==> src/hw/credit_pkg.sv <==
// Credit control definitions

`default_nettype none

package credit_pkg;

  // Credit limit of the link. The receive FIFO has exactly this many entries.
  localparam int MAX_CREDIT = 8;

  // Credit counters must hold MAX_CREDIT itself, not just MAX_CREDIT - 1.
  localparam int CNT_W = 4;

  // Credit limit expressed at counter width, for compares against counters.
  localparam logic [CNT_W-1:0] MAX_CNT = CNT_W'(MAX_CREDIT);

  // FIFO pointer width and the index of the last entry.
  localparam int FIFO_PTR_W = $clog2(MAX_CREDIT);
  localparam logic [FIFO_PTR_W-1:0] FIFO_LAST = FIFO_PTR_W'(MAX_CREDIT - 1);

  // Credit receiver states.
  // RX_INIT hands out the initial credits, RX_RUN returns credits for pops.
  typedef enum logic {
    RX_INIT = 1'b0,
    RX_RUN  = 1'b1
  } rx_state_e;

endpackage

`default_nettype wire

==> src/hw/link_pkg.sv <==
// Link data path definitions

`default_nettype none

package link_pkg;

  // Payload byte width carried by every flit.
  localparam int DATA_W = 8;

  // Width of the running packet sum. Sixteen bits holds the sum of
  // up to 257 full-scale bytes.
  localparam int SUM_W = 16;

  // Width of the flit count reported with each packet.
  localparam int LEN_W = 8;

  // Flit opcode. A packet is zero or more body flits followed by one end flit.
  typedef enum logic {
    FLIT_BODY = 1'b0,
    FLIT_END  = 1'b1
  } flit_op_e;

  // One flit is the unit moved across the link and stored in the receive FIFO.
  typedef struct packed {
    flit_op_e            op;
    logic [DATA_W-1:0]   data;
  } flit_t;

  // Per-packet totals produced by the packet summer.
  typedef struct packed {
    logic [SUM_W-1:0]    sum;
    logic [LEN_W-1:0]    len;
  } pkt_result_t;

endpackage

`default_nettype wire
==> src/hw/credit_link_top.sv <==
// Credit link top level

`default_nettype none

module credit_link_top (
  input  logic                         clk,
  input  logic                         rst,
  input  logic                         src_valid,
  input  link_pkg::flit_t              src_flit,
  output logic                         src_stall,
  input  logic                         credit_stall,
  input  logic [credit_pkg::CNT_W-1:0] credit_initial,
  input  logic [credit_pkg::CNT_W-1:0] credit_withhold,
  input  logic                         sink_stall,
  output logic                         sum_valid,
  output link_pkg::pkt_result_t        result,
  output logic [credit_pkg::CNT_W-1:0] credit_count,
  output logic [credit_pkg::CNT_W-1:0] credit_available
);

  // Link between sender and receiver.
  logic            push_valid;
  link_pkg::flit_t push_flit;
  logic            push_credit;

  // Receive side buffer ports.
  logic            wr_valid;
  link_pkg::flit_t wr_flit;
  link_pkg::flit_t rd_flit;
  logic            empty;
  logic            pop;

  credit_sender credit_sender_i (
    .clk         (clk),
    .rst         (rst),
    .src_valid   (src_valid),
    .src_flit    (src_flit),
    .src_stall   (src_stall),
    .push_credit (push_credit),
    .push_valid  (push_valid),
    .push_flit   (push_flit)
  );

  // Each pop frees a FIFO entry and so doubles as the returned credit.
  credit_receiver credit_receiver_i (
    .clk              (clk),
    .rst              (rst),
    .push_valid       (push_valid),
    .push_flit        (push_flit),
    .push_credit      (push_credit),
    .credit_stall     (credit_stall),
    .credit_initial   (credit_initial),
    .credit_withhold  (credit_withhold),
    .pop_credit       (pop),
    .wr_valid         (wr_valid),
    .wr_flit          (wr_flit),
    .credit_count     (credit_count),
    .credit_available (credit_available)
  );

  rx_fifo rx_fifo_i (
    .clk      (clk),
    .rst      (rst),
    .wr_valid (wr_valid),
    .wr_flit  (wr_flit),
    .pop      (pop),
    .rd_flit  (rd_flit),
    .empty    (empty)
  );

  packet_summer packet_summer_i (
    .clk        (clk),
    .rst        (rst),
    .empty      (empty),
    .rd_flit    (rd_flit),
    .sink_stall (sink_stall),
    .pop        (pop),
    .sum_valid  (sum_valid),
    .result     (result)
  );

endmodule

`default_nettype wire

==> src/hw/packet_summer.sv <==
// Packet summer

`default_nettype none

module packet_summer (
  input  logic                  clk,
  input  logic                  rst,
  input  logic                  empty,
  input  link_pkg::flit_t       rd_flit,
  input  logic                  sink_stall,
  output logic                  pop,
  output logic                  sum_valid,
  output link_pkg::pkt_result_t result
);

  logic [link_pkg::SUM_W-1:0] acc_sum;
  logic [link_pkg::LEN_W-1:0] acc_len;
  logic [link_pkg::SUM_W-1:0] byte_ext;
  logic [link_pkg::SUM_W-1:0] sum_next;
  logic [link_pkg::LEN_W-1:0] len_next;
  logic                       pkt_end;

  // Drain one flit per cycle unless the sink holds us off.
  assign pop     = !empty && !sink_stall;
  assign pkt_end = pop && (rd_flit.op == link_pkg::FLIT_END);

  // Zero-extend the payload byte to the sum width.
  always_comb begin
    byte_ext = '0;
    byte_ext[link_pkg::DATA_W-1:0] = rd_flit.data;
  end

  assign sum_next = acc_sum + byte_ext;
  assign len_next = acc_len + 1'b1;

  // Accumulators restart after each end flit.
  always_ff @(posedge clk) begin
    if (rst) begin
      acc_sum   <= '0;
      acc_len   <= '0;
      sum_valid <= 1'b0;
    end else begin
      sum_valid <= pkt_end;
      if (pkt_end) begin
        acc_sum <= '0;
        acc_len <= '0;
      end else if (pop) begin
        acc_sum <= sum_next;
        acc_len <= len_next;
      end
    end
  end

  // Result holds the totals of the packet that ended on the last pulse.
  always_ff @(posedge clk) begin
    if (pkt_end) begin
      result.sum <= sum_next;
      result.len <= len_next;
    end
  end

endmodule

`default_nettype wire

==> src/hw/rx_fifo.sv <==
// Receive FIFO

`default_nettype none

module rx_fifo (
  input  logic            clk,
  input  logic            rst,
  input  logic            wr_valid,
  input  link_pkg::flit_t wr_flit,
  input  logic            pop,
  output link_pkg::flit_t rd_flit,
  output logic            empty
);

  link_pkg::flit_t                   mem [credit_pkg::MAX_CREDIT];
  logic [credit_pkg::FIFO_PTR_W-1:0] wr_ptr;
  logic [credit_pkg::FIFO_PTR_W-1:0] rd_ptr;
  logic [credit_pkg::CNT_W-1:0]      occ;
  logic                              full;

  assign empty   = (occ == '0);
  assign full    = (occ == credit_pkg::MAX_CNT);
  assign rd_flit = mem[rd_ptr];

  // Storage has no reset; only entries covered by occ are ever read.
  always_ff @(posedge clk) begin
    if (wr_valid) begin
      mem[wr_ptr] <= wr_flit;
    end
  end

  always_ff @(posedge clk) begin
    if (rst) begin
      wr_ptr <= '0;
      rd_ptr <= '0;
      occ    <= '0;
    end else begin
      if (wr_valid) begin
        wr_ptr <= (wr_ptr == credit_pkg::FIFO_LAST) ? '0 : wr_ptr + 1'b1;
      end
      if (pop) begin
        rd_ptr <= (rd_ptr == credit_pkg::FIFO_LAST) ? '0 : rd_ptr + 1'b1;
      end
      case ({wr_valid, pop})
        2'b10:   occ <= occ + 1'b1;
        2'b01:   occ <= occ - 1'b1;
        default: occ <= occ;
      endcase
    end
  end

  // The credit loop bounds the sender to one flit per free entry.
  a_no_overflow: assert property (
    @(posedge clk) disable iff (rst)
    wr_valid |-> !full
  ) else $error("rx_fifo: write while full");

  // The consumer must only pop what is present.
  a_no_underflow: assert property (
    @(posedge clk) disable iff (rst)
    pop |-> !empty
  ) else $error("rx_fifo: pop while empty");

endmodule

`default_nettype wire

==> src/hw/credit_receiver.sv <==
// Credit-based link receiver

`default_nettype none

module credit_receiver (
  input  logic                         clk,
  input  logic                         rst,
  input  logic                         push_valid,
  input  link_pkg::flit_t              push_flit,
  output logic                         push_credit,
  input  logic                         credit_stall,
  input  logic [credit_pkg::CNT_W-1:0] credit_initial,
  input  logic [credit_pkg::CNT_W-1:0] credit_withhold,
  input  logic                         pop_credit,
  output logic                         wr_valid,
  output link_pkg::flit_t              wr_flit,
  output logic [credit_pkg::CNT_W-1:0] credit_count,
  output logic [credit_pkg::CNT_W-1:0] credit_available
);

  credit_pkg::rx_state_e        state;
  logic [credit_pkg::CNT_W-1:0] init_cnt;
  logic [credit_pkg::CNT_W-1:0] credit_target;
  logic                         grant;

  // Flits go straight into the FIFO with no added latency.
  assign wr_valid = push_valid;
  assign wr_flit  = push_flit;

  // Number of credits the sender is allowed to hold in total.
  assign credit_target = credit_initial - credit_withhold;

  // Credit still returnable, floored at zero.
  assign credit_available = (credit_target > credit_count) ?
                            (credit_target - credit_count) : '0;

  // During init, one pulse goes out per cycle until the target is reached.
  // Afterwards a credit goes back whenever one is available, which happens
  // only after a pop has freed a FIFO entry.
  always_comb begin
    case (state)
      credit_pkg::RX_INIT: grant = (init_cnt != credit_target) && !credit_stall;
      default:             grant = (credit_available != '0) && !credit_stall;
    endcase
  end

  always_ff @(posedge clk) begin
    if (rst) begin
      state    <= credit_pkg::RX_INIT;
      init_cnt <= '0;
    end else if (state == credit_pkg::RX_INIT) begin
      if (grant) begin
        init_cnt <= init_cnt + 1'b1;
      end
      if (init_cnt == credit_target) begin
        state <= credit_pkg::RX_RUN;
      end
    end
  end

  // The outstanding count already includes a pulse in the cycle it is
  // registered, so the same credit is never granted twice.
  always_ff @(posedge clk) begin
    if (rst) begin
      push_credit  <= 1'b0;
      credit_count <= '0;
    end else begin
      push_credit <= grant;
      case ({grant, pop_credit})
        2'b10:   credit_count <= credit_count + 1'b1;
        2'b01:   credit_count <= credit_count - 1'b1;
        default: credit_count <= credit_count;
      endcase
    end
  end

  // A flit on the link always carries one of the outstanding credits.
  a_push_with_credit: assert property (
    @(posedge clk) disable iff (rst)
    push_valid |-> credit_count != '0
  ) else $error("credit_receiver: flit arrived with no credit outstanding");

  // A pop frees an entry that was filled under an outstanding credit.
  a_pop_with_credit: assert property (
    @(posedge clk) disable iff (rst)
    pop_credit |-> credit_count != '0
  ) else $error("credit_receiver: pop credit with no credit outstanding");

endmodule

`default_nettype wire

==> src/hw/credit_sender.sv <==
// Credit-based link sender

`default_nettype none

module credit_sender (
  input  logic            clk,
  input  logic            rst,
  input  logic            src_valid,
  input  link_pkg::flit_t src_flit,
  output logic            src_stall,
  input  logic            push_credit,
  output logic            push_valid,
  output link_pkg::flit_t push_flit
);

  // Credits held locally and not yet spent on a flit.
  logic [credit_pkg::CNT_W-1:0] credit_cnt;
  logic                         take;

  // The source is held off whenever no credit is left. A credit pulse
  // arriving this cycle only becomes usable on the next one.
  assign src_stall = (credit_cnt == '0);
  assign take      = src_valid && !src_stall;

  // A returned credit and a spent credit may land in the same cycle,
  // in which case the count does not move.
  always_ff @(posedge clk) begin
    if (rst) begin
      credit_cnt <= '0;
    end else begin
      case ({push_credit, take})
        2'b10:   credit_cnt <= credit_cnt + 1'b1;
        2'b01:   credit_cnt <= credit_cnt - 1'b1;
        default: credit_cnt <= credit_cnt;
      endcase
    end
  end

  // The link strobe is a register, one cycle behind the source handshake.
  always_ff @(posedge clk) begin
    if (rst) begin
      push_valid <= 1'b0;
    end else begin
      push_valid <= take;
    end
  end

  // Flit payload only moves when a flit is taken.
  always_ff @(posedge clk) begin
    if (take) begin
      push_flit <= src_flit;
    end
  end

  // The receiver must never hand back more credits than the FIFO has entries.
  a_credit_cnt_max: assert property (
    @(posedge clk) disable iff (rst)
    credit_cnt <= credit_pkg::MAX_CNT
  ) else $error("credit_sender: local credit count above the credit limit");

endmodule

`default_nettype wire

==> config.mk <==
export PLATFORM = sky130hd
export DESIGN_NAME = credit_link_top
export DESIGN_NICKNAME = d
export VERILOG_FILES = /design/src/hw/credit_pkg.sv /design/src/hw/link_pkg.sv /design/src/hw/credit_link_top.sv /design/src/hw/packet_summer.sv /design/src/hw/rx_fifo.sv /design/src/hw/credit_receiver.sv /design/src/hw/credit_sender.sv
export SDC_FILE = /design/constraint.sdc
export NUM_CORES = 1
export LEC_CHECK = 0
export BUFFER_PORTS_ARGS = -buffer_cell sky130_fd_sc_hd__buf_2
export CAP_MARGIN = 10
export CORE_ASPECT_RATIO = 0.5
export CORE_UTILIZATION = 55
export CTS_CLUSTER_DIAMETER = 200
export CTS_CLUSTER_SIZE = 25
export DETAILED_ROUTE_END_ITERATION = 8
export GPL_TIMING_DRIVEN = 1
export PLACE_DENSITY_LB_ADDON = 0.15
export SYNTH_ARGS = -nofsm -noshare
export SYNTH_HDL_FRONTEND = slang
export SYNTH_HIERARCHICAL = 1
export SYNTH_SLANG_ARGS = --single-unit
==> constraint.sdc <==
create_clock -name clk -period 10 [get_ports clk]
set_clock_uncertainty 0.15 [all_clocks]
set_input_delay 1 -clock clk [delete_from_list [all_inputs] [get_ports clk]]
set_output_delay 1 -clock clk [all_outputs]
set_load 0.05 [all_outputs]
==> impl_metrics.yaml <==
status:
  outcome: "complete, no violations"
pwr:
  ir_worst_vdd_v: 0.000232
  p_per_area_nw_per_um2: 268
  leakage_uw: 0.00311
worst_setup_path:
  start_kind: "input pin"
  cp_cell_sequence: "buf_2, inv_1, ha_1, inv_1, fa_1, inv_1, fa_1, nand2b_1, a21boi_0, o21ai_0, nor3_1, buf_2"
  cp_data_arrival_time_ns: 3.51
  critical_path_depth: 12
  path_class: "in2out"
  cpPeakStageDelay_ns: 0.55
  cp_common_cell: "inv_1"
  reg2reg_depth: 10
  crit_path_end_kind: "output pin"
  crit_slowest_cell: "fa_1"
  critical_path.max_fanout: 4
  critPathRequiredTime_ns: 8.85
  path_buf_inv: 5
  cp_top_family: "adder cells"
synthesis:
  yosys_warnings: 6
  syn_nets: 607
  yosysTopAreaCell: "edfxtp_1"
  async_flop_share_pct: 0
  synth_seq_cells: 158
  synth_most_common_cell: "edfxtp_1"
  synth-edff-count: 105
  ys_types: 59
  syn_area_sq_um: 7280
  ys.flop_type: "edfxtp_1"
  yosysSeqAreaShare_pct: 57.9
  yosys-top-cells-area: "edfxtp_1 43%, dfxtp_1 15%, mux4_1 6.5%, ha_1 5.2%, xor2_1 2.8%"
  synth_top_area_share_pct: 43.3
  synth_commonest_cells: "105 x edfxtp_1, 53 x dfxtp_1, 48 x nor2_1"
  syn_area_per_cell_sq_um: 13.2
  syn_inst: 550
sta:
  final.setup.tns_ns: 0
  fin_crit_ns: 4.66
  rsz0062_at_grt: "false"
  fmaxAchievable_mhz: 215
  fin_crit_sh_pct: 46.6
  setup_viol: 0
  whs_ns: 0.315
  finalHoldViolCount: 0
  maxSlewHeadroom_pct: 25.3
  worstMarginPinSlew_ns: 1.12
  maxSlewViolCount: 0
drt:
  drt_iter0_drc: 283
  wl_per_cell_um: 16.3
  routed_via_density: 5.42
  drtPass1Iterations: 4
  routed_wl_um: 12700
  final_antenna_net_count: 0
  via_count: 4233
  drc: 0
layout:
  instances_no_fill: 781
  nNetsFinal: 655
  drive_above_1_share_pct: 17.3
  fill_cells: 966
  postLayoutCoreUtil_pct: 64.5
  diodes: 0
  area_delta_synth_final_pct: 13.2
place:
  place.gp.congestion: 0.801
  place_inst: 749
  place_hpwl_um: 8240
  port_buffers: 55
clock_network:
  cts_setup_buffers: 0
  cts_sinks: 158
  clk_pin_slew_ns: 0.06
  cts_max_path_buffers: 2
  cts_buffers: 17
  cts-htree-levels: 4
  cts_tree: "yes"
  ctsHoldBuffers: 0
  post_cts_resized: 0
  cts_root_buf: "clkbuf_16"
  clkLatencyLatePin_ns: 0.41
floorplan:
  die_w_um: 165
  start_util_pct: 57.0
  die_y_um: 83.3
  rows: 29
  fp.dieArea_sq_um: 13700
  core_area_sq_um: 12800
  pin_count: 56
global_route:
  overflow: 0
  antenna_found_initial: 0
  grt_first_pass_wirelength_um: 20800
  track_usage_pct: 20.3
  grt_pass1_vias: 4156
  grt_max_degree: 30
job:
  drv_cap: 0
hold_path:
  min_path_cells: 2
  hold_class: "reg2reg"
[per-layer routing]
layer / up-vias / track usage [%] / share of wire (%)
met1: 2021 / 27.9 / 49
met5: - / 0 / 0
met2: 91 / 31.9 / 46
li1: 2113 / - / -
met3: 8 / 5.19 / 4.4
met4: 0 / 5.75 / 0.82
[metrics by stage]
step / setup WS [ns] / cell area (sq um) / total power [uW]
floorplan: 5.06 / 7280 / 1410
finish: 5.34 / 8240 / 2210
global route: 5.15 / 8240 / 2330
global placement: 5.23 / 7600 / 1520
detailed placement: 5.02 / 7600 / 1540
CTS: 5.36 / 8240 / 2230
[report_power, final]
part,leakage (uW),total [uW],switching [uW],internal [uW]
clock,0.000295,684,242,442
sequential,0.00138,872,62.2,810
combinational,0.00143,654,425,229
[final cells by class]
type	instances	area, sq um	area share [%]
Sequential cell	158	4210	51.2
Inverter	23	87.6	1.06
Tap cell	170	213	2.58
Clock inverter	11	190	2.31
Clock buffer	21	440	5.35
Multi-Input combinational cell	341	2800	34.0
Timing Repair Buffer	57	290	3.52
[flip-flops by register name, indices dropped and copies added, names as in the netlist, 4 cells and up, named ones only]
name,cells
rx_fifo_i/mem,72
packet_summer_i/result,24
packet_summer_i/acc_sum,16
credit_sender_i/push_flit,9
packet_summer_i/acc_len,8
credit_receiver_i/credit_count,4
credit_receiver_i/init_cnt,4
credit_sender_i/credit_cnt,4
rx_fifo_i/occ,4
[final timing paths]
| kind | from | slack [ns] | end |
|---|---|---|---|
| hold / removal | packet_summer_i/acc_sum[0] | 0.31 | packet_summer_i/acc_sum[0] |
| setup / recovery | credit_initial[0] | 5.34 | credit_available[3] |
| setup reg to reg | rx_fifo_i/occ[1] | 6.24 | credit_receiver_i/credit_count[3] |
| hold reg to reg | packet_summer_i/acc_sum[0] | 0.31 | packet_summer_i/acc_sum[0] |
[logic make-up after synthesis]
group	after synthesis	share of synthesized area, %
buf+inv	51	3.76
mux	37	9.28
flops	158	57.9
xor+xnor	41	5.31
simple gates	144	9.76
fa+ha+maj	35	6.53
compound gates	84	7.44
[cells in the final DEF (no fill, tap or decap), drive strengths merged, types with 8 or more instances in the layout]
cell and instances:
inv 22, clkbuf 21, nor2 49, edfxtp 105
xnor2 16, xor2 23, a21oi 41, ha 30
a21o 8, nand2 27, or3 10, dfxtp 53
mux4 18, nand3 12, mux2i 9, o21ai 14
buf 57, mux2 10, nand2b 9
[worst reg2reg max path: stages (launching register included)]
cell      delay (ns)
dfxtp_1         0.37
nor4_1          0.28
or2_1           0.66
clkinv_2        0.62
ha_1            0.45
ha_1            0.28
a21o_1          0.17
a21oi_1         0.17
xnor2_1         0.09
or3_1           0.30
a21oi_1         0.14
Power figures use the tool's default switching activity.
